<file path="src/icache_defs.svh">
`ifndef ICACHE_DEFS_SVH
`define ICACHE_DEFS_SVH

// address split of a 32-bit pc
`define ICACHE_ADDR_W     32
`define ICACHE_OFFSET_W   5                       // byte offset in a line
`define ICACHE_INDEX_W    8
`define ICACHE_TAG_W      (`ICACHE_ADDR_W - `ICACHE_INDEX_W - `ICACHE_OFFSET_W)
`define ICACHE_WORD_SEL_W (`ICACHE_OFFSET_W - 2)

// geometry
`define ICACHE_WORDS      (1 << `ICACHE_WORD_SEL_W)  // words per line
`define ICACHE_SETS       (1 << `ICACHE_INDEX_W)
`define ICACHE_WAYS       2                        // one lru bit covers two ways

`define ICACHE_BURST_LEN  (`ICACHE_WORDS - 1)      // arlen of a line fill
`define ICACHE_ARSIZE     3'd2                     // 4-byte beats

`endif

</file>
<file path="src/icache_pkg.sv">
`default_nettype none

`include "icache_defs.svh"

package icache_pkg;

    typedef logic [31:0] word_t;                       // one instruction

    typedef logic [`ICACHE_TAG_W-1:0]      tag_t;
    typedef logic [`ICACHE_INDEX_W-1:0]    index_t;
    typedef logic [`ICACHE_WORD_SEL_W-1:0] word_sel_t;

    // word 0 sits in the low bits
    typedef word_t [`ICACHE_WORDS-1:0] line_t;

    // pc seen as its cache fields, msb first
    typedef struct packed {
        tag_t      tag;
        index_t    index;
        word_sel_t word_sel;
        logic [1:0] byte_off;
    } fetch_addr_t;

endpackage

`default_nettype wire

</file>
<file path="src/icache_if.sv">
`timescale 1ns/1ps
`default_nettype none

// ctrl to lookup: registered address and state updates
interface lookup_if;
    icache_pkg::fetch_addr_t addr;
    logic                    lru_touch;     // hit taken this cycle
    logic                    fill_en;       // line written this cycle
    logic                    hit;
    logic                    hit_way;
    logic                    victim_way;
    icache_pkg::word_t       inst0;
    icache_pkg::word_t       inst1;
    logic                    inst1_valid;

    modport ctrl (output addr, lru_touch, fill_en,
                  input  hit, hit_way, victim_way, inst0, inst1, inst1_valid);
    modport lookup (input  addr, lru_touch, fill_en,
                    output hit, hit_way, victim_way, inst0, inst1, inst1_valid);
endinterface


`default_nettype wire

</file>
<file path="src/icache_lookup.sv">
`timescale 1ns/1ps
`default_nettype none

`include "icache_defs.svh"

module icache_lookup (
    input  wire logic                    clk,
    input  wire logic                    rst,
    lookup_if.lookup                     lk,
    input  wire icache_pkg::tag_t        tag_rd0,
    input  wire icache_pkg::tag_t        tag_rd1,
    input  wire icache_pkg::line_t       line_rd0,
    input  wire icache_pkg::line_t       line_rd1,
    input  wire icache_pkg::line_t       fill_line,
    output logic                         rd_en,
    output icache_pkg::index_t           rd_index,
    output icache_pkg::index_t           wr_index,
    output logic [`ICACHE_WAYS-1:0]      tag_we,
    output logic [`ICACHE_WAYS-1:0]      line_we,
    output icache_pkg::tag_t             wr_tag
);

    logic [`ICACHE_SETS-1:0][`ICACHE_WAYS-1:0] valid_q;
    logic [`ICACHE_SETS-1:0]                   lru_q;     // way to replace next

    icache_pkg::index_t      idx;
    logic [`ICACHE_WAYS-1:0] way_hit;
    logic [`ICACHE_WAYS-1:0] way_we;
    icache_pkg::line_t       way_line;
    icache_pkg::line_t       sel_line;
    icache_pkg::word_sel_t   next_sel;

    assign idx = lk.addr.index;

    assign way_hit[0] = valid_q[idx][0] & (tag_rd0 == lk.addr.tag);
    assign way_hit[1] = valid_q[idx][1] & (tag_rd1 == lk.addr.tag);

    assign lk.hit        = |way_hit;
    assign lk.hit_way    = way_hit[1];
    assign lk.victim_way = lru_q[idx];

    // hit path reads the arrays, everything else the refill line
    assign way_line = lk.hit_way ? line_rd1 : line_rd0;
    assign sel_line = lk.lru_touch ? way_line : fill_line;

    assign next_sel       = lk.addr.word_sel + 1'b1;
    assign lk.inst0       = sel_line[lk.addr.word_sel];
    assign lk.inst1       = sel_line[next_sel];
    assign lk.inst1_valid = (next_sel != '0);    // low at the last word

    // array ports
    assign rd_en    = ~lk.fill_en;               // read port idles while a set is written
    assign rd_index = idx;
    assign wr_index = idx;
    assign wr_tag   = lk.addr.tag;

    assign way_we  = {`ICACHE_WAYS{lk.fill_en}} & {lk.victim_way, ~lk.victim_way};
    assign tag_we  = way_we;
    assign line_we = way_we;

    always_ff @(posedge clk) begin
        if (rst) begin
            valid_q <= '0;
            lru_q   <= '0;
        end else if (lk.fill_en) begin
            valid_q[idx][lk.victim_way] <= 1'b1;
            lru_q[idx]                  <= ~lk.victim_way;
        end else if (lk.lru_touch) begin
            lru_q[idx] <= ~lk.hit_way;   // other way becomes the victim
        end
    end

endmodule

`default_nettype wire

</file>
<file path="src/flat_wrapper.sv">
// flat-port wrapper written by rule: the top's interface ports become plain ports
module icache_lookup_flat 
  (clk, rst, tag_rd0, tag_rd1, line_rd0, line_rd1, fill_line, rd_en, rd_index, wr_index, tag_we, line_we, wr_tag, lk_addr, lk_lru_touch, lk_fill_en, lk_hit, lk_hit_way, lk_victim_way, lk_inst0, lk_inst1, lk_inst1_valid);
  lookup_if lk_i ();
  input  wire logic clk;
  input  wire logic rst;
  input  wire icache_pkg::tag_t tag_rd0;
  input  wire icache_pkg::tag_t tag_rd1;
  input  wire icache_pkg::line_t line_rd0;
  input  wire icache_pkg::line_t line_rd1;
  input  wire icache_pkg::line_t fill_line;
  output logic rd_en;
  output icache_pkg::index_t rd_index;
  output icache_pkg::index_t wr_index;
  output logic [`ICACHE_WAYS-1:0] tag_we;
  output logic [`ICACHE_WAYS-1:0] line_we;
  output icache_pkg::tag_t wr_tag;
  input wire logic [$bits(lk_i.addr)-1:0] lk_addr;
  input wire logic [$bits(lk_i.lru_touch)-1:0] lk_lru_touch;
  input wire logic [$bits(lk_i.fill_en)-1:0] lk_fill_en;
  output wire logic [$bits(lk_i.hit)-1:0] lk_hit;
  output wire logic [$bits(lk_i.hit_way)-1:0] lk_hit_way;
  output wire logic [$bits(lk_i.victim_way)-1:0] lk_victim_way;
  output wire logic [$bits(lk_i.inst0)-1:0] lk_inst0;
  output wire logic [$bits(lk_i.inst1)-1:0] lk_inst1;
  output wire logic [$bits(lk_i.inst1_valid)-1:0] lk_inst1_valid;
  assign lk_i.addr = lk_addr;
  assign lk_i.lru_touch = lk_lru_touch;
  assign lk_i.fill_en = lk_fill_en;
  assign lk_hit = lk_i.hit;
  assign lk_hit_way = lk_i.hit_way;
  assign lk_victim_way = lk_i.victim_way;
  assign lk_inst0 = lk_i.inst0;
  assign lk_inst1 = lk_i.inst1;
  assign lk_inst1_valid = lk_i.inst1_valid;
  icache_lookup u_core (.clk(clk), .rst(rst), .lk(lk_i), .tag_rd0(tag_rd0), .tag_rd1(tag_rd1), .line_rd0(line_rd0), .line_rd1(line_rd1), .fill_line(fill_line), .rd_en(rd_en), .rd_index(rd_index), .wr_index(wr_index), .tag_we(tag_we), .line_we(line_we), .wr_tag(wr_tag));
endmodule
</file>
<file path="config.mk">
export PLATFORM = sky130hd
export DESIGN_NAME = icache_lookup_flat
export DESIGN_NICKNAME = d
export VERILOG_FILES = /design/src/icache_pkg.sv /design/src/icache_if.sv /design/src/icache_lookup.sv /design/src/flat_wrapper.sv
export VERILOG_INCLUDE_DIRS = /design/src
export SDC_FILE = /design/constraint.sdc
export NUM_CORES = 2
export LEC_CHECK = 0
export CORE_ASPECT_RATIO = 2
export CORE_UTILIZATION = 30
export CTS_CLUSTER_SIZE = 14
export DETAILED_ROUTE_END_ITERATION = 16
export DONT_BUFFER_PORTS = 1
export PLACE_DENSITY = 0.44
export SLEW_MARGIN = 20
export SYNTH_ARGS = -nofsm -noshare
export SYNTH_HDL_FRONTEND = slang
export SYNTH_SLANG_ARGS = --single-unit
</file>
<file path="constraint.sdc">
create_clock -name clk -period 5.5 [get_ports clk]
set_input_delay 0.275 -clock clk [delete_from_list [all_inputs] [get_ports clk]]
set_output_delay 0.275 -clock clk [all_outputs]
set_load 0.02 [all_outputs]
</file>
==> impl_metrics.prom <==
# TYPE chip_impl_metric gauge
chip_impl_metric{name="io_buffers",unit=""} 0
chip_impl_metric{name="floorplan.initialDensity",unit="%"} 30.2
chip_impl_metric{name="number_of_placement_rows",unit=""} 194
chip_impl_metric{name="final-max-slew-violation-count",unit=""} 256
chip_impl_metric{name="worstPathArrival",unit="ns"} 5.54
chip_impl_metric{name="final_setup_fails",unit=""} 13
chip_impl_metric{name="critical_path.max_fanout",unit=""} 205
chip_impl_metric{name="total_leakage_power",unit="uW"} 0.0191
chip_impl_metric{name="multi_input_comb_area",unit="um^2"} 24700
chip_impl_metric{name="period_share",unit="%"} 106
chip_impl_metric{name="ir_worst_vdd",unit="mV"} 0.215
chip_impl_info{name="hold_path_class",value="in2reg"} 1
chip_impl_metric{name="worst_pin_slew",unit="ns"} 1.66
chip_impl_metric{name="dpl.cell_count",unit=""} 6678
chip_impl_info{name="tritoncts",value="built"} 1
chip_impl_info{name="yosys-top-cells-area",value="dfxtp_1, mux4_2, a21oi_1, nor2_1, a211oi_1"} 1
chip_impl_metric{name="final_period_minus_worst_setup_slack",unit="ns"} 5.81
chip_impl_metric{name="wirelength",unit="um"} 279000
chip_impl_info{name="synth_top_flop_cell",value="dfxtp_1"} 1
chip_impl_metric{name="area_added_between_synthesis_and_finish",unit="%"} 23.1
chip_impl_info{name="failing_checks",value="slew limit, setup timing"} 1
chip_impl_info{name="crit_type",value="in2out"} 1
chip_impl_info{name="crit_path_cell_trace",value="mux4_2 -> nor2b_1 -> a211oi_1 -> or4_1 -> o2111ai_2 -> nand3_4 -> inv_8 -> buf_12 -> nand2_1 -> a31oi_1 -> a211oi_1 -> nor3_2 -> buf_4 -> buf_12"} 1
chip_impl_metric{name="drt_drc_violations_left",unit=""} 0
chip_impl_info{name="mostFrequentLayoutCell",value="nor2_1"} 1
chip_impl_info{name="layout_common_cells",value="nor2_1, a21oi_1, dfxtp_1, dlygate4sd3_1, nand2_1"} 1
chip_impl_metric{name="antenna_violating_nets_post_route",unit=""} 0
chip_impl_metric{name="finalNonFillerCells",unit=""} 7376
chip_impl_metric{name="hold-worst-slack",unit="ns"} 0.202
chip_impl_metric{name="synth_async_sr_flop_share",unit="%"} 0
chip_impl_metric{name="total_number_of_yosys_warnings",unit=""} 0
chip_impl_metric{name="dieArea",unit="um^2"} 142000
chip_impl_metric{name="final.setup.worst_slack",unit="ns"} -0.315
chip_impl_metric{name="cts_max_level",unit=""} 3
chip_impl_info{name="synth_top_cell_by_area",value="dfxtp_1"} 1
chip_impl_metric{name="grt_util_met2",unit="%"} 59.2
chip_impl_info{name="path_delay_family",value="simple AND/OR/NAND/NOR gates"} 1
chip_impl_metric{name="met1_usage",unit="%"} 41.2
chip_impl_metric{name="post_drt_via_cell_ratio",unit=""} 6.09
chip_impl_info{name="outcome",value="finished with violations"} 1
chip_impl_metric{name="numCtsBuffers",unit=""} 69
chip_impl_metric{name="die_width",unit="um"} 267
chip_impl_metric{name="number_of_hold_violations_in_the_final_report",unit=""} 0
chip_impl_metric{name="data_required_critical_path",unit="ns"} 5.22
chip_impl_metric{name="avgRoutedWirePerCell",unit="um"} 37.8
chip_impl_info{name="grt_setup_unrepaired",value="true"} 1
chip_impl_info{name="critPathLaunchType",value="input port"} 1
chip_impl_metric{name="grt_start_max_net_pins",unit=""} 597
chip_impl_metric{name="cp_slowest_stage_delay",unit="ns"} 0.70
chip_impl_metric{name="post-dp-hpwl",unit="um"} 205000
chip_impl_metric{name="first_global_vias",unit=""} 42700
chip_impl_metric{name="overall_global_routing_usage",unit="%"} 38.1
chip_impl_metric{name="synth.avg_cell_area",unit="um^2"} 8.25
chip_impl_metric{name="utilization",unit="%"} 37.1
chip_impl_info{name="critical_path.slowest_cell",value="mux4_2"} 1
chip_impl_metric{name="synth_top_cell_area_share",unit="%"} 36.5
chip_impl_metric{name="mappedNetlistNets",unit=""} 5946
chip_impl_metric{name="grt_util_met3",unit="%"} 16.4
chip_impl_metric{name="clk_latency",unit="ns"} 0.64
chip_impl_metric{name="gr-total-overflow",unit=""} 0
chip_impl_metric{name="worst_setup_hold_path_clk_slew",unit="ns"} 0.07
chip_impl_metric{name="power_per_cell_area",unit="nW/um^2"} 240
chip_impl_info{name="cts_root_cell",value="clkbuf_16"} 1
chip_impl_metric{name="die_height",unit="um"} 532
chip_impl_metric{name="synth_cell_type_count",unit=""} 72
chip_impl_metric{name="clock_path_buffers",unit=""} 3
chip_impl_metric{name="grt_antenna_before_repair",unit=""} 202
chip_impl_metric{name="netlist_instances",unit=""} 5102
chip_impl_metric{name="drt_pass1_iterations",unit=""} 8
chip_impl_metric{name="synth.yosys.seq_area_share",unit="%"} 36.5
chip_impl_metric{name="layout-drive-gt1-share",unit="%"} 12.7
chip_impl_metric{name="slew_headroom",unit="%"} -10.6
chip_impl_metric{name="worst_clock_skew",unit="ns"} 0.0230
chip_impl_metric{name="seqCellArea",unit="um^2"} 15400
chip_impl_metric{name="cts.sink_count",unit=""} 768
chip_impl_info{name="gr-max-usage-layer",value="met2"} 1
chip_impl_metric{name="critical_path.n_buffers_inverters",unit=""} 4
chip_impl_info{name="nature_of_the_critical_path_endpoint",value="output port"} 1
chip_impl_metric{name="core_region_area",unit="um^2"} 140000
chip_impl_metric{name="syn_area",unit="um^2"} 42100
chip_impl_metric{name="design.final.nets",unit=""} 6202
chip_impl_metric{name="synth_edf_count",unit=""} 0
chip_impl_metric{name="drt-initial-drc-count",unit=""} 5153
chip_impl_metric{name="io_pins",unit=""} 950
chip_impl_metric{name="gp_congestion",unit=""} 1.04
chip_impl_metric{name="fmaxAchievable",unit="GHz"} 0.172
chip_impl_metric{name="filler_cell_count",unit=""} 14800
chip_impl_metric{name="drv.max_cap_violation_count",unit=""} 0
chip_impl_metric{name="grt_pass1_wl",unit="um"} 368000
chip_impl_metric{name="postSynthRegisterBits",unit=""} 768
chip_impl_metric{name="route.vias.total",unit=""} 44900
sequential cells by signal (all words and copies together) (netlist names):
name and flops:
u_core.lru_q 256, u_core.valid_q 512
logic make-up after synthesis:
logic type	share of synthesized area (%)
and+or+nand+nor	16.6
AOI/OAI and AO/OA	25.3
DFF	36.5
buffers and inverters	6.15
muxes	14.5
xor gates and xnor gates	0.791
adders and majority gates	0.0594
metrics by stage:
step / power [uW] / TNS, ns / cell area, um^2 / worst slack, ns
floorplan: 6820 / 0 / 42100 / 1.19
detailed placement: 7520 / 0 / 44500 / 0.220
CTS: 12500 / 0 / 51400 / 0.00600
global placement: 7520 / 0 / 44500 / 0.280
finish: 12500 / -0.904 / 51800 / -0.315
global route: 12700 / -0.00691 / 51700 / -0.00691
power by group:
part | total, uW | internal, uW | switching, uW | leakage (uW)
clock network | 4950 | 2670 | 2280 | 0.00106
registers | 5570 | 5570 | 5.48 | 0.00618
logic | 1940 | 693 | 1250 | 0.0119
total | 12500 | 8930 | 3530 | 0.0191
layer usage:
| layer | share of wire [%] | vias to the layer above | routed length (um) |
|---|---|---|---|
| li1 | - | 19400 | - |
| met1 | 35 | 22200 | 97800 |
| met2 | 45 | 2474 | 125000 |
| met3 | 11 | 720 | 31500 |
| met4 | 8.3 | 132 | 23100 |
| met5 | 0.31 | - | 867 |
what timing repair did:
item | CTS | global route
setup buffers | 0 | 2
setup endpoints to repair | 17 | 25
hold buffers | 466 | 0
resized for setup | 7 | 13
pin swaps | 1 | 3
gates cloned | 0 | 2
hold endpoints to repair | 768 | 0
final cells by class:
| cell class | instances | area share [%] |
|---|---|---|
| multi-input combinational | 3798 | 47.6 |
| sequential | 768 | 29.7 |
| timing repair buffer | 706 | 13.5 |
| tap | 1862 | 4.50 |
| clock buffer | 101 | 3.88 |
| antenna | 115 | 0.555 |
| clock inverter | 11 | 0.251 |
| inverter | 15 | 0.123 |
cells in the mapped netlist (7+ instances only):
master and instances:
nand2b_1 8, a22oi_1 40, nor2b_1 25, buf_4 64
dfxtp_1 768, a21oi_1 824, a211o_1 18, and3_1 14
nor4_1 35, o22ai_1 53, a22o_1 12, a31o_2 11
nand3_1 47, a221oi_1 32, nand4_1 21, o221ai_1 22
o31ai_1 8, mux4_2 217, or2_2 12, clkbuf_1 323
buf_1 25, o21ai_0 77, and4_1 7, nand2_1 429
nor2_1 1040, a311oi_1 71, nor3_1 52, mux2_2 8
a211oi_1 341, buf_2 77, a31oi_1 124, xnor2_1 38
o221a_2 8, buf_6 32, inv_1 13, mux2i_1 112
worst paths after layout:
path                                                  startpoint                          endpoint  slack [ns]  depth (start not counted)
worst min register to register  u_core.valid_q[105]$_SDFFE_PP0P_  u_core.valid_q[105]$_SDFFE_PP0P_        0.46                          2
worst min-delay path                                lk_lru_touch    u_core.lru_q[102]$_SDFFE_PP0P_        0.20                          2
worst max-delay path                                  lk_addr[6]                      lk_inst1[16]       -0.31                         14
worst max register to register     u_core.lru_q[49]$_SDFFE_PP0P_   u_core.valid_q[50]$_SDFFE_PP0P_        0.89                         12
Power figures use the tool's default switching activity.
