[src/icache_defs.svh]
`ifndef ICACHE_DEFS_SVH
`define ICACHE_DEFS_SVH

// address split of a 32-bit pc
`define ICACHE_ADDR_W     32
`define ICACHE_OFFSET_W   5                       // byte offset in a line
`define ICACHE_INDEX_W    8
`define ICACHE_TAG_W      (`ICACHE_ADDR_W - `ICACHE_INDEX_W - `ICACHE_OFFSET_W)
`define ICACHE_WORD_SEL_W (`ICACHE_OFFSET_W - 2)

// geometry
`define ICACHE_WORDS      (1 << `ICACHE_WORD_SEL_W)  // words per line
`define ICACHE_SETS       (1 << `ICACHE_INDEX_W)
`define ICACHE_WAYS       2                        // one lru bit covers two ways

`define ICACHE_BURST_LEN  (`ICACHE_WORDS - 1)      // arlen of a line fill
`define ICACHE_ARSIZE     3'd2                     // 4-byte beats

`endif

[src/icache_pkg.sv]
`default_nettype none

`include "icache_defs.svh"

package icache_pkg;

    typedef logic [31:0] word_t;                       // one instruction

    typedef logic [`ICACHE_TAG_W-1:0]      tag_t;
    typedef logic [`ICACHE_INDEX_W-1:0]    index_t;
    typedef logic [`ICACHE_WORD_SEL_W-1:0] word_sel_t;

    // word 0 sits in the low bits
    typedef word_t [`ICACHE_WORDS-1:0] line_t;

    // pc seen as its cache fields, msb first
    typedef struct packed {
        tag_t      tag;
        index_t    index;
        word_sel_t word_sel;
        logic [1:0] byte_off;
    } fetch_addr_t;

endpackage

`default_nettype wire

[src/icache_if.sv]
`timescale 1ns/1ps
`default_nettype none

// ctrl to lookup: registered address and state updates
interface lookup_if;
    icache_pkg::fetch_addr_t addr;
    logic                    lru_touch;     // hit taken this cycle
    logic                    fill_en;       // line written this cycle
    logic                    hit;
    logic                    hit_way;
    logic                    victim_way;
    icache_pkg::word_t       inst0;
    icache_pkg::word_t       inst1;
    logic                    inst1_valid;

    modport ctrl (output addr, lru_touch, fill_en,
                  input  hit, hit_way, victim_way, inst0, inst1, inst1_valid);
    modport lookup (input  addr, lru_touch, fill_en,
                    output hit, hit_way, victim_way, inst0, inst1, inst1_valid);
endinterface

// ctrl to refill engine
interface refill_if;
    logic                    start;         // one-cycle pulse
    logic                    uncached;
    icache_pkg::fetch_addr_t addr;
    logic                    done;          // one-cycle pulse
    icache_pkg::line_t       line;
    logic                    single_word;

    modport ctrl (output start, uncached, addr, input done, line, single_word);
    modport refill (input start, uncached, addr, output done, line, single_word);
endinterface

`default_nettype wire

[src/icache_ctrl.sv]
`timescale 1ns/1ps
`default_nettype none

`include "icache_defs.svh"

module icache_ctrl (
    input  wire logic                      clk,
    input  wire logic                      rst,
    input  wire logic                      req_valid,
    input  wire logic [`ICACHE_ADDR_W-1:0] req_pc,
    input  wire logic                      req_uncached,
    output logic                           req_ready,
    output logic                           resp_valid,
    input  wire logic                      resp_ready,
    output icache_pkg::word_t              resp_inst0,
    output icache_pkg::word_t              resp_inst1,
    output logic                           resp_inst1_valid,
    lookup_if.ctrl                         lk,
    refill_if.ctrl                         rf
);

    typedef enum logic [1:0] {
        IDLE,
        LOOKUP,
        REFILL,
        RESPOND
    } state_t;

    state_t                  state;
    icache_pkg::fetch_addr_t addr_q;
    logic                    uncached_q;
    logic                    rd_done;       // array outputs belong to addr_q
    logic                    start_q;
    logic                    req_take;
    logic                    hit_take;
    logic                    fill_take;

    assign req_ready  = (state == IDLE);
    assign resp_valid = (state == RESPOND);

    assign req_take  = req_valid & req_ready;
    assign hit_take  = (state == LOOKUP) & rd_done & lk.hit;
    assign fill_take = (state == REFILL) & rf.done;

    assign lk.addr      = addr_q;
    assign lk.lru_touch = hit_take;
    assign lk.fill_en   = fill_take & ~rf.single_word;   // uncached never allocates

    assign rf.start    = start_q;
    assign rf.uncached = uncached_q;
    assign rf.addr     = addr_q;

    always_ff @(posedge clk) begin
        if (rst) begin
            state      <= IDLE;
            uncached_q <= 1'b0;
            rd_done    <= 1'b0;
            start_q    <= 1'b0;
        end else begin
            start_q <= 1'b0;
            case (state)
                IDLE: begin
                    if (req_take) begin
                        uncached_q <= req_uncached;
                        rd_done    <= 1'b0;
                        if (req_uncached) begin
                            state   <= REFILL;      // skip the arrays
                            start_q <= 1'b1;
                        end else begin
                            state <= LOOKUP;
                        end
                    end
                end
                LOOKUP: begin
                    rd_done <= 1'b1;                // first cycle reads the arrays
                    if (rd_done) begin
                        if (lk.hit) begin
                            state <= RESPOND;
                        end else begin
                            state   <= REFILL;
                            start_q <= 1'b1;
                        end
                    end
                end
                REFILL: begin
                    if (rf.done) begin
                        state <= RESPOND;
                    end
                end
                RESPOND: begin
                    if (resp_ready) begin
                        state <= IDLE;
                    end
                end
                default: state <= IDLE;
            endcase
        end
    end

    // request and response payload
    always_ff @(posedge clk) begin
        if (req_take) begin
            addr_q <= icache_pkg::fetch_addr_t'(req_pc);
        end
        if (hit_take || fill_take) begin
            resp_inst0       <= lk.inst0;
            resp_inst1       <= lk.inst1;
            resp_inst1_valid <= lk.inst1_valid & ~(fill_take & rf.single_word);
        end
    end

endmodule

`default_nettype wire

[src/flat_wrapper.sv]
// flat-port wrapper written by rule: the top's interface ports become plain ports
module icache_ctrl_flat 
  (clk, rst, req_valid, req_pc, req_uncached, req_ready, resp_valid, resp_ready, resp_inst0, resp_inst1, resp_inst1_valid, lk_addr, lk_lru_touch, lk_fill_en, lk_hit, lk_hit_way, lk_victim_way, lk_inst0, lk_inst1, lk_inst1_valid, rf_start, rf_uncached, rf_addr, rf_done, rf_line, rf_single_word);
  lookup_if lk_i ();
  refill_if rf_i ();
  input  wire logic clk;
  input  wire logic rst;
  input  wire logic req_valid;
  input  wire logic [`ICACHE_ADDR_W-1:0] req_pc;
  input  wire logic req_uncached;
  output logic req_ready;
  output logic resp_valid;
  input  wire logic resp_ready;
  output icache_pkg::word_t resp_inst0;
  output icache_pkg::word_t resp_inst1;
  output logic resp_inst1_valid;
  output wire logic [$bits(lk_i.addr)-1:0] lk_addr;
  output wire logic [$bits(lk_i.lru_touch)-1:0] lk_lru_touch;
  output wire logic [$bits(lk_i.fill_en)-1:0] lk_fill_en;
  input wire logic [$bits(lk_i.hit)-1:0] lk_hit;
  input wire logic [$bits(lk_i.hit_way)-1:0] lk_hit_way;
  input wire logic [$bits(lk_i.victim_way)-1:0] lk_victim_way;
  input wire logic [$bits(lk_i.inst0)-1:0] lk_inst0;
  input wire logic [$bits(lk_i.inst1)-1:0] lk_inst1;
  input wire logic [$bits(lk_i.inst1_valid)-1:0] lk_inst1_valid;
  output wire logic [$bits(rf_i.start)-1:0] rf_start;
  output wire logic [$bits(rf_i.uncached)-1:0] rf_uncached;
  output wire logic [$bits(rf_i.addr)-1:0] rf_addr;
  input wire logic [$bits(rf_i.done)-1:0] rf_done;
  input wire logic [$bits(rf_i.line)-1:0] rf_line;
  input wire logic [$bits(rf_i.single_word)-1:0] rf_single_word;
  assign lk_addr = lk_i.addr;
  assign lk_lru_touch = lk_i.lru_touch;
  assign lk_fill_en = lk_i.fill_en;
  assign lk_i.hit = lk_hit;
  assign lk_i.hit_way = lk_hit_way;
  assign lk_i.victim_way = lk_victim_way;
  assign lk_i.inst0 = lk_inst0;
  assign lk_i.inst1 = lk_inst1;
  assign lk_i.inst1_valid = lk_inst1_valid;
  assign rf_start = rf_i.start;
  assign rf_uncached = rf_i.uncached;
  assign rf_addr = rf_i.addr;
  assign rf_i.done = rf_done;
  assign rf_i.line = rf_line;
  assign rf_i.single_word = rf_single_word;
  icache_ctrl u_core (.clk(clk), .rst(rst), .req_valid(req_valid), .req_pc(req_pc), .req_uncached(req_uncached), .req_ready(req_ready), .resp_valid(resp_valid), .resp_ready(resp_ready), .resp_inst0(resp_inst0), .resp_inst1(resp_inst1), .resp_inst1_valid(resp_inst1_valid), .lk(lk_i), .rf(rf_i));
endmodule
[config.mk]
export PLATFORM = sky130hd
export DESIGN_NAME = icache_ctrl_flat
export DESIGN_NICKNAME = d
export VERILOG_FILES = /design/src/icache_pkg.sv /design/src/icache_if.sv /design/src/icache_ctrl.sv /design/src/flat_wrapper.sv
export VERILOG_INCLUDE_DIRS = /design/src
export SDC_FILE = /design/constraint.sdc
export NUM_CORES = 1
export LEC_CHECK = 0
export ABC_AREA = 1
export BUFFER_PORTS_ARGS = -buffer_cell sky130_fd_sc_hd__buf_2
export CAP_MARGIN = 25
export CORE_AREA = 5 5 191 193
export DETAILED_ROUTE_END_ITERATION = 7
export DIE_AREA = 0 0 196 198
export GPL_TIMING_DRIVEN = 0
export MAX_ROUTING_LAYER = met4
export PLACE_DENSITY = 0.31
export SYNTH_ARGS = -nofsm -noshare
export SYNTH_HDL_FRONTEND = slang
export SYNTH_SLANG_ARGS = --single-unit
[constraint.sdc]
create_clock -name clk -period 7.8 [get_ports clk]
set_clock_uncertainty 0.2 [all_clocks]
set_input_delay 1.17 -clock clk [delete_from_list [all_inputs] [get_ports clk]]
set_output_delay 1.17 -clock clk [all_outputs]
set_load 0.005 [all_outputs]
==> results of run 1 <==
-- state kept, by name, indices dropped and copies added, names as in the netlist --
register / count
u_core.lk.addr: 32
u_core.rf.start: 1
u_core.resp_inst0: 32
u_core.state: 2
u_core.resp_inst1_valid: 1
u_core.rf.uncached: 1
u_core.rd_done: 1
u_core.resp_inst1: 32
-- worst min-delay path: stages (launching register included) --
cell and delay [ns]:
dfxtp_1 0.31, nand2_1 0.06, a21oi_1 0.06
-- where the power goes --
| part | leakage [uW] | switching (uW) | total, uW | internal, uW |
|---|---|---|---|---|
| clock | 0.000151 | 219 | 472 | 254 |
| sequential | 0.000937 | 31.3 | 748 | 717 |
| combinational | 0.00128 | 195 | 355 | 160 |
| total | 0.00237 | 445 | 1580 | 1130 |
-- path summary, 6_finish.rpt --
check | from | end | slack (ns) | depth (start not counted)
setup / recovery | rf_done | lk_fill_en | 4.70 | 4
hold / removal | u_core.rf.uncached$_SDFFE_PP0P_ | u_core.rf.uncached$_SDFFE_PP0P_ | 0.27 | 2
setup reg to reg | u_core.state[1]$_SDFFE_PP0P_ | u_core.resp_inst1[4]$_DFFE_PP_ | 5.72 | 5
hold reg to reg | u_core.rf.uncached$_SDFFE_PP0P_ | u_core.rf.uncached$_SDFFE_PP0P_ | 0.27 | 2
-- per-stage QoR --
stage                      util  cell area (um2)  cells  total power, uW
after floorplan               -             3520    187              933
after global routing      0.164             5640    899             1680
after global placement    0.154             5290    881             1130
after CTS                 0.164             5640    899             1620
final                     0.164             5640    899             1580
after detailed placement  0.155             5340    883             1130
-- synth_stat cells, drive strengths merged --
library cell / number / share of area
dfxtp: 5 / 0.028
a21oi: 3 / 0.0043
edfxtp: 97 / 0.83
ha: 5 / 0.018
nand2: 22 / 0.026
nor2: 8 / 0.011
nand3: 2 / 0.0028
inv: 11 / 0.012
buf: 32 / 0.068
o21ai: 1 / 0.0014
o21a: 1 / 0.0021
-- kinds of logic after synthesis --
kind of cell / Yosys count / share of synthesized area
AO/OA/AOI/OAI: 5 / 0.00781
AND/OR/NAND/NOR: 32 / 0.0391
buffers and inverters: 43 / 0.0799
flip-flops: 102 / 0.855
adder cells (fa/ha/maj): 5 / 0.0178
-- cell type report --
class / count / area, um2 / area share
Sequential cell: 102 / 3010 / 0.534
Timing Repair Buffer: 241 / 1240 / 0.219
Tap cell: 455 / 569 / 0.101
Buffer: 32 / 240 / 0.0426
Multi-Input combinational cell: 42 / 239 / 0.0424
Clock buffer: 9 / 225 / 0.0399
Clock inverter: 7 / 78.8 / 0.0140
Inverter: 11 / 41.3 / 0.00732
-- layer usage --
metal / wire [um] / vias up / GRT usage / share of wire
li1: - / 1136 / - / -
met1: 4190 / 1136 / 0.0580 / 0.37
met2: 6320 / 102 / 0.101 / 0.56
met3: 654 / 11 / 0.0175 / 0.057
met4: 216 / 0 / 0.0300 / 0.019
met5: 0 / - / - / 0
==> flow_metrics.tcl, run 1 <==
set metrics [dict create \
    syn_inst 187 \
    tightest_slew_ns 0.884 \
    num_antenna_cells 0 \
    cpMostUsedCell "buf_2" \
    cts_hold_buf 0 \
    fillCellCount 3838 \
    placementRows 68 \
    grt_usage 0.0577 \
    h-tree-depth 3 \
    path_clk_slew_ns 0.07 \
    io_buffers 239 \
    drtIter0Drc 67 \
    fin_crit_sh 0.398 \
    cts_made_buffers 9 \
    die_x_um 196 \
    cellLeakagePower_uw 0.00237 \
    area_growth_pct 60.2 \
    critPathRequiredTime_ns 6.43 \
    cts_tree "yes" \
    setup_viol 0 \
    synth_area_per_cell_um2 18.8 \
    fin_setup_tns_ns 0 \
    cts.repair.resized 0 \
    critPathKind "in2out" \
    fin_nets 807 \
    grt_pass1_vias 2513 \
    path_delay_family "buffers and inverters" \
    min_path_type "reg2reg" \
    crit_fanout 3 \
    grt_pass1_wl_um 15800 \
    clock-sinks 102 \
    wl_per_cell_um 12.7 \
    synth-seq-cells 102 \
    hold_slack_ns 0.270 \
    post-place-ws_ns 4.67 \
    drc 0 \
    max_stage_delay_ns 0.18 \
    ant_nets 0 \
    clockBufferDepth 2 \
    min_period_ns 3.10 \
    cts_setup_buffers 0 \
    worstSetupEndpointType "output port" \
    firstDrtPassIters 4 \
    arrival_ns 1.73 \
    cp_slowest_cell "buf_2" \
    routed_wl_um 11400 \
    syn_nets 555 \
    peakVddDrop_mv 0.102 \
    hold_viol 0 \
    relSlewSlack 0.410 \
    vias 2385 \
    gr-total-overflow 0 \
    layout-drive-gt1-share 0.664 \
    pin_count 498 \
    routabilityCongestion 0.767 \
    viasPerCell 2.65 \
    core_area_um2 34400 \
    worst_slack_ns 4.70 \
    clock_latency_ns 0.36 \
    root_buffer "clkbuf_16" \
    ys_types 14 \
    final_cell_mix "buf_2 (239), edfxtp_1 (97), buf_4 (32), nand2_1 (19), inv_1 (10)" \
    ys_seq_area_frac 0.855 \
    grt_max_degree 34 \
    start_util 0.102 \
    rsz0062_at_grt "no" \
    antenna_found_initial 0 \
    crit_chain "buf_2 -> nand2_1 -> nor2_1 -> buf_2" \
    die_area_um2 38800 \
    die_h_um 198 \
    cp_num_buf_inv 2 \
    place_hpwl_um 9220 \
    drv_slew 0 \
    fmax_ghz 0.322 \
    status "finished, final reports clean" \
    p_per_area_nw_per_um2 279 \
    synth_area_um2 3520 \
    maxCapViolations 0 \
    mostFrequentLayoutCell "buf_2" \
    startpoint_type "primary input" \
    yosys_warnings 0 \
]
No activity file was read; power rests on OpenSTA's default activity.
==> inputs of run 2 (changes only) <==
Settings changed: ABC_AREA 1 to 0.
Clock period 7.8 ns to 3.06 ns, I/O delays scaled along.
==> run 2 against run 1 <==
Net effect:
- global-route usage is 0.38 points higher
- cell count down 2.0%
- power increased to 2.6 times the previous value
- via count is 0.59% higher
- die area did not move
- non-clock buffer count unchanged
- combinational power rose to 2.7 times the previous value
- flip-flop and latch count did not move
- largest power group unchanged
==> flow_metrics.tcl, run 2 <==
set metrics [dict create \
    ys_types 20 \
    clock-sinks 102 \
    syn_inst 170 \
    tightest_slew_ns 0.911 \
    pin_count 498 \
    seqPwrFrac 0.467 \
    place_hpwl_um 9680 \
    critPathRequiredTime_ns 2.93 \
    internal_power_uw 3030 \
    fillCellCount 3824 \
    multiInputGateArea_um2 248 \
    viasPerCell 2.72 \
    critPathKind "reg2reg" \
    fin_nets 790 \
    routed_wl_um 11700 \
    peakVddDrop_mv 0.277 \
    r2r_end "u_core.lk.addr[0]$_DFFE_PP_" \
    gr-usage-met3 0.0342 \
    hold_viol 0 \
    p_sw_uw 1130 \
    cp-startpoint "u_core.state[1]$_SDFFE_PP0P_" \
    hold_slack_ns 0.0695 \
    grt_pass1_wl_um 16600 \
    max_stage_delay_ns 0.67 \
    gr-total-overflow 0 \
    p_per_area_nw_per_um2 736 \
    status "finished, final reports clean" \
    ys_seq_area_frac 0.858 \
    clock_latency_ns 0.36 \
    reg2reg_slack_ns 0.76 \
    synth-main-ff-cell "edfxtp_1" \
    setup_viol 0 \
    layout-drive-gt1-share 0.685 \
    num_antenna_cells 0 \
    die_x_um 196 \
    maxCapViolations 0 \
    crit_fanout 17 \
    cts_hold_buf 0 \
    met1_usage 0.0624 \
    rsz0062_at_grt "no" \
    synth_most_common_cell "edfxtp_1" \
    grt_use_met2 0.0956 \
    power_frac_clock 0.300 \
    crit_end "u_core.lk.addr[0]$_DFFE_PP_" \
    r2r-start "u_core.state[1]$_SDFFE_PP0P_" \
    mostFrequentLayoutCell "buf_2" \
    grt_usage 0.0615 \
    finalNonFillerCells 881 \
    crit_chain "inv_1 -> ha_1 -> nand2_1 -> inv_1 -> buf_16" \
    start_util 0.102 \
    startpoint_type "register" \
    die_area_um2 38800 \
    relSlewSlack 0.392 \
    antenna_found_initial 1 \
    io_buffers 239 \
    grt.busiest_layer "met2" \
    final_cell_mix "buf_2 (239), edfxtp_1 (97), buf_4 (32), clkbuf_16 (9)" \
    synth.largest_area_cell "edfxtp_1" \
    root_buffer "clkbuf_16" \
    dp.cells 866 \
    cp_slowest_cell "inv_1" \
    core_area_um2 34400 \
    arrival_ns 2.16 \
    drtIter0Drc 74 \
    synth_area_per_cell_um2 20.7 \
    placementRows 68 \
    drv_slew 0 \
    yosys_warnings 0 \
    synth_area_um2 3510 \
    clockBufferDepth 2 \
    synth_top_cell_area_share 0.829 \
    fin_setup_tns_ns 0 \
    routabilityCongestion 0.820 \
    seqCellArea_um2 3010 \
    synth-seq-cells 102 \
    min_period_ns 2.30 \
    cpMostUsedCell "inv_1" \
    cts_tree "yes" \
    path_clk_slew_ns 0.07 \
    synth_edf_count 97 \
    wl_per_cell_um 13.3 \
    comb_power_share 0.232 \
    syn_nets 538 \
    worst_r2r_path_depth 5 \
    hold_depth 1 \
    p_sw_frac 0.271 \
    cts_setup_buffers 0 \
    drc 0 \
    ant_nets 0 \
    area_growth_pct 61.0 \
    worstSetupEndpointType "register" \
    die_h_um 198 \
    synthTopCellsByArea "edfxtp_1 (83%), buf_4 (6.8%), dfxtp_1 (2.9%), ha_1 (1.8%), nand2b_1 (0.71%)" \
    min_path_type "in2reg" \
    vias 2399 \
    cts_made_buffers 9 \
    fmax_ghz 0.435 \
    fin_crit_sh 0.751 \
    grt_max_degree 45 \
    cellLeakagePower_uw 0.00234 \
    h-tree-depth 3 \
    grt_pass1_vias 2609 \
    cts.repair.resized 0 \
    async_reset_ff_frac 0 \
    synthTopCellsByCount "edfxtp_1 (97), buf_4 (32), dfxtp_1 (5), ha_1 (5), inv_1 (5)" \
    firstDrtPassIters 4 \
]
-- run 2: kinds of logic after synthesis --
group	Yosys count	synth area share
AO/OA/AOI/OAI	7	0.0150
multiplexers	3	0.00997
AND/OR/NAND/NOR	16	0.0256
buffers and inverters	37	0.0737
adder cells (fa/ha/maj)	5	0.0178
flip-flops	102	0.858
-- run 2: final cells by class --
class	instances	share of cell area
tap	455	0.101
timing repair buffer	241	0.221
clock inverter	6	0.0155
sequential	102	0.533
inverter	5	0.00332
clock buffer	9	0.0398
buffer	32	0.0425
multi-input combinational	31	0.0438
-- run 2: critical path: cells and delay by family, from the launching register on --
| kind | cells | cell delay (ns) |
|---|---|---|
| flops | 1 | 0.34 |
| fa+ha+maj | 1 | 0.29 |
| simple gates | 1 | 0.13 |
| buf+inv | 3 | 1.02 |
-- run 2: metrics by stage --
step | setup slack [ns] | power (uW) | util | area, um2
after global placement | 0.159 | 2940 | 0.154 | 5280
after CTS | 0.689 | 4280 | 0.164 | 5650
final | 0.761 | 4160 | 0.164 | 5650
after floorplan | 0.735 | 2400 | - | 3510
after detailed placement | 0.705 | 2990 | 0.155 | 5340
after global routing | 0.572 | 4420 | 0.164 | 5650
-- run 2: layer usage --
layer	wire length [um]	up-vias
met2	5490	189
li1	-	1101
met3	1660	10
met5	0	-
met4	252	0
met1	4290	1099
-- run 2: worst min path at each step --
stage	slack, ns	to	start
3_5_place_dp	0.25	u_core.rf.uncached$_SDFFE_PP0P_	u_core.rf.uncached$_SDFFE_PP0P_
6_report	0.07	u_core.resp_inst1[29]$_DFFE_PP_	lk_inst1[29]
2_1_floorplan	0.25	u_core.rf.uncached$_SDFFE_PP0P_	u_core.rf.uncached$_SDFFE_PP0P_
4_1_cts	0.02	u_core.resp_inst1[29]$_DFFE_PP_	lk_inst1[29]
3_3_place_gp	0.25	u_core.rf.uncached$_SDFFE_PP0P_	u_core.rf.uncached$_SDFFE_PP0P_
5_1_grt	0.03	u_core.resp_inst0[26]$_DFFE_PP_	lk_inst0[26]
-- run 2: power by group through the flow --
stage	clock network, uW	logic (uW)	registers (uW)
3_5_place_dp	0	1010	1980
2_1_floorplan	0	404	2000
6_report	1250	967	1940
5_1_grt	1380	1070	1970
3_3_place_gp	0	941	1990
4_1_cts	1330	1010	1950
