===== src/icache_defs.svh =====
`ifndef ICACHE_DEFS_SVH
`define ICACHE_DEFS_SVH

// address split of a 32-bit pc
`define ICACHE_ADDR_W     32
`define ICACHE_OFFSET_W   5                       // byte offset in a line
`define ICACHE_INDEX_W    8
`define ICACHE_TAG_W      (`ICACHE_ADDR_W - `ICACHE_INDEX_W - `ICACHE_OFFSET_W)
`define ICACHE_WORD_SEL_W (`ICACHE_OFFSET_W - 2)

// geometry
`define ICACHE_WORDS      (1 << `ICACHE_WORD_SEL_W)  // words per line
`define ICACHE_SETS       (1 << `ICACHE_INDEX_W)
`define ICACHE_WAYS       2                        // one lru bit covers two ways

`define ICACHE_BURST_LEN  (`ICACHE_WORDS - 1)      // arlen of a line fill
`define ICACHE_ARSIZE     3'd2                     // 4-byte beats

`endif


===== src/icache_pkg.sv =====
`default_nettype none

`include "icache_defs.svh"

package icache_pkg;

    typedef logic [31:0] word_t;                       // one instruction

    typedef logic [`ICACHE_TAG_W-1:0]      tag_t;
    typedef logic [`ICACHE_INDEX_W-1:0]    index_t;
    typedef logic [`ICACHE_WORD_SEL_W-1:0] word_sel_t;

    // word 0 sits in the low bits
    typedef word_t [`ICACHE_WORDS-1:0] line_t;

    // pc seen as its cache fields, msb first
    typedef struct packed {
        tag_t      tag;
        index_t    index;
        word_sel_t word_sel;
        logic [1:0] byte_off;
    } fetch_addr_t;

endpackage

`default_nettype wire


===== src/icache_if.sv =====
`timescale 1ns/1ps
`default_nettype none


// ctrl to refill engine
interface refill_if;
    logic                    start;         // one-cycle pulse
    logic                    uncached;
    icache_pkg::fetch_addr_t addr;
    logic                    done;          // one-cycle pulse
    icache_pkg::line_t       line;
    logic                    single_word;

    modport ctrl (output start, uncached, addr, input done, line, single_word);
    modport refill (input start, uncached, addr, output done, line, single_word);
endinterface

`default_nettype wire


===== src/icache_refill.sv =====
`timescale 1ns/1ps
`default_nettype none

`include "icache_defs.svh"

module icache_refill (
    input  wire logic                      clk,
    input  wire logic                      rst,
    refill_if.refill                       rf,
    output logic [`ICACHE_ADDR_W-1:0]      araddr,
    output logic [7:0]                     arlen,
    output logic [2:0]                     arsize,
    output logic                           arvalid,
    input  wire logic                      arready,
    input  wire icache_pkg::word_t         rdata,
    input  wire logic                      rlast,
    input  wire logic                      rvalid,
    output logic                           rready
);

    logic                    single_q;      // uncached, one beat
    logic                    data_phase;
    logic                    done_q;
    icache_pkg::word_sel_t   beat_cnt;
    icache_pkg::line_t       line_q;
    icache_pkg::fetch_addr_t ar_addr_q;
    icache_pkg::fetch_addr_t line_base;
    logic                    beat_take;

    always_comb begin
        line_base          = rf.addr;
        line_base.word_sel = '0;
        line_base.byte_off = '0;
    end

    assign beat_take = data_phase & rvalid;

    assign araddr = ar_addr_q;
    assign arlen  = single_q ? 8'd0 : 8'(`ICACHE_BURST_LEN);
    assign arsize = `ICACHE_ARSIZE;
    assign rready = data_phase;

    assign rf.done        = done_q;
    assign rf.line        = line_q;
    assign rf.single_word = single_q;

    always_ff @(posedge clk) begin
        if (rst) begin
            arvalid    <= 1'b0;
            data_phase <= 1'b0;
            done_q     <= 1'b0;
            single_q   <= 1'b0;
            beat_cnt   <= '0;
        end else begin
            done_q <= 1'b0;
            if (rf.start) begin
                arvalid  <= 1'b1;
                single_q <= rf.uncached;
                // uncached beat lands at its own word slot
                beat_cnt <= rf.uncached ? rf.addr.word_sel : '0;
            end else if (arvalid && arready) begin
                arvalid    <= 1'b0;
                data_phase <= 1'b1;
            end
            if (beat_take) begin
                beat_cnt <= beat_cnt + 1'b1;     // stalls through rvalid gaps
                if (rlast) begin
                    data_phase <= 1'b0;
                    done_q     <= 1'b1;
                end
            end
        end
    end

    always_ff @(posedge clk) begin
        if (rf.start) begin
            ar_addr_q <= rf.uncached ? rf.addr : line_base;
        end
        if (beat_take) begin
            line_q[beat_cnt] <= rdata;
        end
    end

endmodule

`default_nettype wire


===== src/flat_wrapper.sv =====
// flat-port wrapper written by rule: the top's interface ports become plain ports
module icache_refill_flat 
  (clk, rst, araddr, arlen, arsize, arvalid, arready, rdata, rlast, rvalid, rready, rf_start, rf_uncached, rf_addr, rf_done, rf_line, rf_single_word);
  refill_if rf_i ();
  input  wire logic clk;
  input  wire logic rst;
  output logic [`ICACHE_ADDR_W-1:0] araddr;
  output logic [7:0] arlen;
  output logic [2:0] arsize;
  output logic arvalid;
  input  wire logic arready;
  input  wire icache_pkg::word_t rdata;
  input  wire logic rlast;
  input  wire logic rvalid;
  output logic rready;
  input wire logic [$bits(rf_i.start)-1:0] rf_start;
  input wire logic [$bits(rf_i.uncached)-1:0] rf_uncached;
  input wire logic [$bits(rf_i.addr)-1:0] rf_addr;
  output wire logic [$bits(rf_i.done)-1:0] rf_done;
  output wire logic [$bits(rf_i.line)-1:0] rf_line;
  output wire logic [$bits(rf_i.single_word)-1:0] rf_single_word;
  assign rf_i.start = rf_start;
  assign rf_i.uncached = rf_uncached;
  assign rf_i.addr = rf_addr;
  assign rf_done = rf_i.done;
  assign rf_line = rf_i.line;
  assign rf_single_word = rf_i.single_word;
  icache_refill u_core (.clk(clk), .rst(rst), .rf(rf_i), .araddr(araddr), .arlen(arlen), .arsize(arsize), .arvalid(arvalid), .arready(arready), .rdata(rdata), .rlast(rlast), .rvalid(rvalid), .rready(rready));
endmodule

===== config.mk =====
export PLATFORM = sky130hd
export DESIGN_NAME = icache_refill_flat
export DESIGN_NICKNAME = d
export VERILOG_FILES = /design/src/icache_pkg.sv /design/src/icache_if.sv /design/src/icache_refill.sv /design/src/flat_wrapper.sv
export VERILOG_INCLUDE_DIRS = /design/src
export SDC_FILE = /design/constraint.sdc
export NUM_CORES = 1
export LEC_CHECK = 0
export BUFFER_PORTS_ARGS = -buffer_cell sky130_fd_sc_hd__buf_2
export CAP_MARGIN = 10
export CORE_MARGIN = 2
export CORE_UTILIZATION = 45
export DETAILED_ROUTE_END_ITERATION = 16
export PLACE_DENSITY = 0.75
export SETUP_SLACK_MARGIN = 0.02
export SYNTH_ARGS = -nofsm -noshare
export SYNTH_HDL_FRONTEND = slang
export SYNTH_SLANG_ARGS = --single-unit

===== constraint.sdc =====
create_clock -name clk -period 5.36 [get_ports clk]
set_input_delay 0.268 -clock clk [delete_from_list [all_inputs] [get_ports clk]]
set_output_delay 0.268 -clock clk [all_outputs]
set_load 0.03 [all_outputs]

==> flow_metrics.tcl, run 1 <==
set metrics [dict create \
    htree_num_levels 1 \
    crit_path_start_kind "register" \
    die_area_um2 21400 \
    fill_cells 1382 \
    crit_required_ps 5490 \
    min_to "u_core.rf.line[22]$_DFFE_PP_" \
    irDropWorstVdd_mv 0.319 \
    wire_per_inst_um 19.2 \
    hold_depth 1 \
    setup_ws_ps 3060 \
    drt-initial-drc-count 247 \
    cts_setup_buffers 0 \
    grt_pass1_wl_mm 30.5 \
    synthArstFlopShare 0 \
    grt.overflow.total 0 \
    gr-usage-all-layers 0.190 \
    cap_violations 0 \
    boundaryPins 374 \
    syn_area_um2 9130 \
    rr_startpoint "u_core.rready$_SDFF_PP0_" \
    grt_pass1_vias 5117 \
    crit_path_max_fanout 32 \
    slew_headroom 0.239 \
    tightestPinTransition_ps 1140 \
    ys_ff_latch 295 \
    path_class "register to register" \
    rsz0062_at_grt "no" \
    dr_total_vias 4966 \
    antenna_found_initial 1 \
    die_y_um 146 \
    ys_dominant_reg_cell "edfxtp_1" \
    place_congestion 0.797 \
    endpoint_kind "register" \
    drive_gt1_frac 0.529 \
    cts_buffer_depth 3 \
    synth_edf_count 288 \
    min_from "rdata[22]" \
    postSynthCellCount 349 \
    post_synth.cell_area_avg_um2 26.2 \
    cts.sinks 295 \
    fin_crit_ps 2300 \
    grt_max_degree 38 \
    fin_total_pwr_w 0.00471 \
    core_um2 20000 \
    timing.fmax_mhz 434 \
    power_leakage_nw 4.88 \
    dp.final_hpwl_mm 13.5 \
    root_buffer "clkbuf_16" \
    status "complete, no violations" \
    rows 52 \
    cts_tree "built" \
    initial_core_util 0.456 \
    reg2reg_slack_ps 3060 \
    wirelength_mm 20.6 \
    drv_slew 0 \
    io_buffers 365 \
    ctsResizeCount 0 \
    arrival_ps 2440 \
    rr_endpoint "u_core.rf.line[230]$_DFFE_PP_" \
    clk_latency_ps 520 \
    finalCritPeriodShare 0.430 \
    fin_nets 858 \
    seq_area_frac_synth 0.963 \
    dp_slack_ps 3050 \
    cts_hold_buffers 38 \
    postRouteAntennaNets 0 \
    setup_tns_ps 0 \
    hold_viol 0 \
    path_clk_slew_ps 60 \
    first_pass_iters 6 \
    yosysWarnings 0 \
    min_path_type "input port to register" \
    ys_types 23 \
    finClkSkew_ps 13.5 \
    fp.dieW_um 146 \
    drc 0 \
    avgViaCountPerCell 4.61 \
    cts-buffers-inserted 28 \
    area_delta_synth_final_pct 38.7 \
    setup_viol 0 \
    r2r.worst_path.cells 3 \
    p_per_area_nw_per_um2 372 \
]
-- registers in the layout, summed over array words and instances (netlist names) --
register / count
u_core.rready: 1
u_core.rf.line: 256
u_core.beat_cnt: 3
u_core.araddr: 32
u_core.rf.done: 1
u_core.rf.single_word: 1
u_core.arvalid: 1
-- placed cells by master, fill, tap and decap left out, types with 5 or more instances in the layout --
cell           count
dlygate4sd3_1     38
conb_1             8
nand2_1            5
and2_1             6
clkinv_1           7
buf_2            365
buf_4              9
clkinv_2           5
dfxtp_1            7
clkbuf_16         29
edfxtp_1         288
-- critical path, stage by stage, from the launching register on --
cell     delay (ps)
dfxtp_1         410
and2_1          300
nand2_1         250
nor2_4          940
-- cells by family (layout without fill, tap and decap cells) --
| logic type | after synthesis | count (layout) | share of synthesized area |
|---|---|---|---|
| simple gates | 28 | 28 | 0.0159 |
| compound gates | 9 | 9 | 0.00822 |
| mux | 1 | 1 | 0.00110 |
| fa+ha+maj | 1 | 1 | 0.00137 |
| buf+inv | 13 | 464 | 0.00987 |
| other cells | 2 | 9 | 0.000823 |
| flops | 295 | 295 | 0.963 |
-- stage by stage --
stage | hold WS (ps) | utilization | cell area (um^2) | instances
after CTS | 1.51 | 0.632 | 12700 | 1076
final | 20.6 | 0.632 | 12700 | 1077
after floorplan | 333 | - | 9150 | 355
after detailed placement | 446 | 0.566 | 11300 | 988
after global routing | 14.4 | 0.632 | 12700 | 1076
after global placement | 444 | 0.566 | 11300 | 988
-- power by group --
group	total, W	internal (W)	switching, W
clock	0.00195	0.00117	0.000781
sequential	0.00257	0.00256	0.0000106
combinational	0.000181	0.0000586	0.000123
total	0.00471	0.00379	0.000914
-- synthesized netlist by cell type (2+ instances only) --
cell	count	area [um^2]
a21oi_1	2	10.0
a31oi_1	2	12.5
and2_1	6	37.5
buf_4	11	82.6
conb_1	2	7.51
dfxtp_1	7	140
edfxtp_1	288	8650
inv_1	2	7.51
nand2_1	5	18.8
nand2b_1	3	18.8
nand3_1	2	10.0
nor2_1	5	18.8
nor3_1	4	20.0
-- area by class of cell --
class                           count  area, um^2  share of cell area
Inverter                            2        7.51            0.000593
Antenna cell                        1        2.50            0.000198
Tap cell                          270         338              0.0267
Sequential cell                   295        8790               0.694
Clock buffer                       31         733              0.0579
Multi-Input combinational cell     47         322              0.0254
Clock inverter                     19         198              0.0156
Timing Repair Buffer              412        2270               0.180
-- worst max path at each step --
stage,endpoint,cells after the start,slack [ps],startpoint
3_3_place_gp,u_core.rf.line[232]$_DFFE_PP_,3,3140,u_core.rready$_SDFF_PP0_
6_report,u_core.rf.line[230]$_DFFE_PP_,3,3060,u_core.rready$_SDFF_PP0_
5_1_grt,u_core.rf.line[230]$_DFFE_PP_,3,2800,u_core.rready$_SDFF_PP0_
2_1_floorplan,u_core.rf.line[0]$_DFFE_PP_,2,1000,u_core.rready$_SDFF_PP0_
4_1_cts,u_core.rf.line[232]$_DFFE_PP_,3,3020,u_core.rready$_SDFF_PP0_
3_5_place_dp,u_core.rf.line[232]$_DFFE_PP_,3,3050,u_core.rready$_SDFF_PP0_
-- layer usage --
metal | GRT usage | part of all wire | vias up
met5 | 0 | 0 | -
met4 | 0.0709 | 0.030 | 0
met3 | 0.0581 | 0.095 | 41
met2 | 0.340 | 0.52 | 292
met1 | 0.214 | 0.35 | 2382
li1 | - | - | 2251
Power figures use the tool's default switching activity.
==> run 2, diff against run 1 <==
clock period = 2.3 ns   (was 5.36 ns; I/O delays follow)
==> run 2 against run 1 <==
Against the previous run:
- utilization grew 2.1 points
- critical path depth is the same
- flip-flop and latch count is the same
- worst hold slack improved by 100 ps
- via count increased by 4.9%
- clock skew about the same
- routed wire length rose by 7.5%
- first-iteration DRC count fell by 3.2%
- register-to-register slack worse by 2600 ps
- die area unchanged
- cell area up 3.3%
- largest power group unchanged
==> flow_metrics.tcl, run 2 (synthesis results as in run 1) <==
set metrics [dict create \
    irDropWorstVdd_mv 0.637 \
    fin_nets 901 \
    cts_tree "built" \
    core_um2 20000 \
    mostFrequentLayoutCell "buf_2" \
    grt_pass1_vias 5468 \
    grt_pass1_wl_mm 32.4 \
    crit_required_ps 2490 \
    setup_viol 0 \
    crit_path_max_fanout 20 \
    finalCritPeriodShare 0.811 \
    hold_viol 0 \
    gr-usage-all-layers 0.202 \
    initial_core_util 0.456 \
    die_area_um2 21400 \
    fill_cells 1347 \
    largest_reg_flops 256 \
    p_per_area_nw_per_um2 827 \
    tightestPinTransition_ps 559 \
    path_clk_slew_ps 60 \
    power_leakage_nw 5.05 \
    drive_gt1_frac 0.512 \
    io_buffers 365 \
    ctsResizeCount 0 \
    drt-initial-drc-count 239 \
    arrival_ps 2060 \
    rows 52 \
    wire_per_inst_um 19.8 \
    finClkSkew_ps 13.3 \
    htree_num_levels 1 \
    status "complete, no violations" \
    antenna_found_initial 0 \
    grt_max_degree 30 \
    fp.dieW_um 146 \
    drc 0 \
    place_congestion 0.796 \
    crit_path_start_kind "register" \
    grt.overflow.total 0 \
    cts_buffer_depth 3 \
    first_pass_iters 4 \
    postRouteAntennaNets 0 \
    dr_total_vias 5211 \
    avgViaCountPerCell 4.65 \
    path_class "register to register" \
    dp.final_hpwl_mm 14.6 \
    boundaryPins 374 \
    die_y_um 146 \
    area_delta_synth_final_pct 43.2 \
    root_buffer "clkbuf_16" \
    drv_slew 0 \
    cts-buffers-inserted 28 \
    hold-worst-slack_ps 120 \
    fin_total_pwr_w 0.0108 \
    endpoint_kind "register" \
    n_antenna_cell 0 \
    slew_headroom 0.628 \
    cts.sinks 295 \
    clk_latency_ps 530 \
    fin_crit_ps 1870 \
    wirelength_mm 22.2 \
    final_cell_mix "buf_2, edfxtp_1, dlygate4sd3_1, clkbuf_16, buf_4" \
    min_path_type "input port to register" \
    timing.fmax_mhz 536 \
    cap_violations 0 \
    rsz0062_at_grt "no" \
]
-- run 2: cell count changes in the layout (fill, tap and decap cells not counted), sizes merged --
cell	previous run	this run
buf	374	382
bufinv	4	2
clkbuf	31	30
clkinv	12	16
clkinvlp	2	4
diode	1	0
dlygate4sd3	38	73
inv	3	2
-- run 2: critical path, cell delays in order (launching register included) --
cell and delay, ps:
dfxtp_1 610, nand2_1 360, nor3_4 210, buf_4 330
-- run 2: repair_timing --
item                                   in CTS  in global routing
hold buffers                               73                  0
buffers inserted                            0                  0
setup endpoints to repair                   0                  0
endpoints found under the hold margin     295                  0
-- run 2: area by class of cell --
cell class                 count  area, um^2  area share
tap                          270         338      0.0258
inverter                       2        7.51    0.000574
multi-input combinational     47         355      0.0272
clock buffer                  30         729      0.0558
sequential                   295        8790       0.672
timing repair buffer         455        2700       0.206
clock inverter                22         159      0.0122
-- run 2: path summary, 6_finish.rpt --
check | from | to | slack (ps) | cells past startpoint
max | u_core.beat_cnt[2]$_SDFFE_PP0P_ | u_core.rf.line[128]$_DFFE_PP_ | 430 | 3
min reg2reg | u_core.arvalid$_SDFFE_PP0P_ | u_core.arvalid$_SDFFE_PP0P_ | 510 | 2
min | rf_start | u_core.araddr[22]$_DFFE_PP_ | 120 | 1
max reg2reg | u_core.beat_cnt[2]$_SDFFE_PP0P_ | u_core.rf.line[128]$_DFFE_PP_ | 430 | 3
-- run 2: power breakdown --
| group | internal, W | leakage [nW] | switching, W |
|---|---|---|---|
| logic | 0.000178 | 1.95 | 0.000301 |
| registers | 0.00596 | 2.67 | 0.0000275 |
| clock network | 0.00251 | 0.429 | 0.00184 |
| total | 0.00865 | 5.05 | 0.00217 |
-- run 2: per-layer routing --
metal,global-route usage,share of wire
met1,0.231,0.36
met2,0.362,0.52
met3,0.0584,0.088
met4,0.0767,0.034
met5,0,0
-- run 2: per-stage QoR --
step	cells	TNS (ps)	cell area (um^2)	util	setup slack (ps)
after floorplan	355	-52750	9190	-	-341
after detailed placement	996	0	11500	0.572	438
final	1121	0	13100	0.653	434
after global placement	996	0	11500	0.572	471
after CTS	1121	0	13100	0.653	428
after global routing	1121	0	13100	0.653	353
==> run 3, diff against run 2 <==
CORE_UTILIZATION = 43   (was 45)
clock period = 1.5 ns   (was 2.3 ns; I/O delays follow)
==> run 3 against run 2 <==
Against the previous run:
- worst setup slack got worse by 420 ps
- critical path depth increased by 2
- count of clock-buffer cells in the layout increased by 5
- die area increased by 4.5%
- fmax increased by 26%
- sequential power increased by 53%
- flip-flop and latch count unchanged
- routed wire length increased by 6.0%
- final cell count increased by 1.2%
- via count increased by 2.2%
- worst hold slack got worse by 24 ps
- global-route usage decreased by 0.21 points
- critical endpoint is now u_core.rf.line[148]$_DFFE_PP_
==> flow_metrics.tcl, run 3 (synthesis results as in run 1) <==
set metrics [dict create \
    status "complete, no violations" \
    power_leakage_nw 5.13 \
    gr-usage-all-layers 0.200 \
    min_path_type "input port to register" \
    die_y_um 150 \
    grt_max_degree 33 \
    initial_core_util 0.436 \
    htree_num_levels 1 \
    finClkSkew_ps 13.2 \
    endpoint_kind "register" \
    cts_tree "built" \
    drc 0 \
    io_buffers 365 \
    timing.fmax_mhz 675 \
    crit_required_ps 1730 \
    cts_buffer_depth 3 \
    cap_violations 0 \
    fin_nets 911 \
    mostFrequentLayoutCell "buf_2" \
    fin_util 0.637 \
    post-route-cell-area_um2 13400 \
    area_delta_synth_final_pct 46.3 \
    irDropWorstVdd_mv 1.03 \
    setup_tns_ps 0 \
    finalCritPeriodShare 0.988 \
    grt.overflow.total 0 \
    place_congestion 0.778 \
    boundaryPins 374 \
    crit_path_max_fanout 16 \
    grt_pass1_vias 5406 \
    core_um2 21000 \
    die_area_um2 22400 \
    wl_met2_mm 11.9 \
    avgViaCountPerCell 4.70 \
    dr_total_vias 5327 \
    hold_depth 4 \
    setup_viol 0 \
    first_pass_iters 4 \
    final_cell_mix "buf_2, edfxtp_1, dlygate4sd3_1, clkbuf_16, buf_12" \
    rows 53 \
    place_inst 1004 \
    drive_gt1_frac 0.523 \
    postRouteAntennaNets 0 \
    antenna_found_initial 0 \
    fin_total_pwr_w 0.0164 \
    path_class "register to register" \
    cts-buffers-inserted 28 \
    stdcell_count 1134 \
    dp.final_hpwl_mm 14.8 \
    wire_per_inst_um 20.7 \
    r2r.worst_path.cells 5 \
    p_per_area_nw_per_um2 1230 \
    root_buffer "clkbuf_16" \
    wl_met3_mm 2.10 \
    drt-initial-drc-count 231 \
    path_clk_slew_ps 60 \
    wl_met1_mm 8.86 \
    highest_layer "met4" \
    postPlaceCellArea_um2 11700 \
    wirelength_mm 23.5 \
    drv_slew 0 \
    n_antenna_cell 0 \
    crit_path_start_kind "register" \
    hold_viol 0 \
    fp.dieW_um 150 \
    rsz0062_at_grt "yes" \
    fin_crit_ps 1480 \
    cts.sinks 295 \
    grt_pass1_wl_mm 32.9 \
    largest_reg_flops 256 \
    arrival_ps 1710 \
    clk_latency_ps 520 \
]
run 3: cell types whose count changed in the layout (fill, tap and decap cells not counted), sizes merged:
cell         before  now
clkbuf           30   38
buf             382  387
clkinv           16   12
clkinvlp          4    1
dlygate4sd3      73   75
bufinv            2    1
inv               2    3
run 3: metal layers:
| layer | up-vias | GRT usage |
|---|---|---|
| li1 | 2356 | - |
| met4 | 0 | 0.0693 |
| met2 | 292 | 0.347 |
| met1 | 2632 | 0.241 |
| met3 | 47 | 0.0582 |
| met5 | - | 0 |
run 3: cell type report:
class	count	area, um^2
timing repair buffer	465	2950
sequential	295	8800
clock buffer	35	748
tap	275	344
multi-input combinational	47	405
clock inverter	15	103
inverter	2	7.51
fill	1462	7600
run 3: per-stage QoR:
stage	setup slack [ps]	hold WS [ps]
final	18.1	96.3
after floorplan	-564	134
after global placement	31.0	251
after detailed placement	24.7	253
after CTS	11.2	58.8
after global routing	-44.6	107
run 3: report_power, final:
group,internal (W),switching [W]
Combinational,0.000292,0.000474
Clock,0.00370,0.00279
Sequential,0.00914,0.0000478
run 3: worst max-delay path: stages, from the launching register on:
cell and delay [ps]:
dfxtp_4 400, and2_4 200, nand2_8 80, nor3_4 170
buf_4 150, clkbuf_16 180
run 3: worst paths after layout:
path	from	endpoint	slack, ps
setup reg to reg	u_core.rready$_SDFF_PP0_	u_core.rf.line[148]$_DFFE_PP_	20
hold reg to reg	u_core.arvalid$_SDFFE_PP0P_	u_core.arvalid$_SDFFE_PP0P_	510
hold / removal	rvalid	u_core.beat_cnt[0]$_SDFFE_PP0P_	100
setup / recovery	u_core.rready$_SDFF_PP0_	u_core.rf.line[148]$_DFFE_PP_	20
run 3: timing repair:
item / 4_1_cts / 5_1_grt
pin swaps: 0 / 1
setup buffers: 0 / 3
gates resized for setup: 1 / 2
cloned: 0 / 2
hold buffers: 75 / 0
endpoints found under the hold margin: 301 / 0
endpoints found under the setup margin: 27 / 49
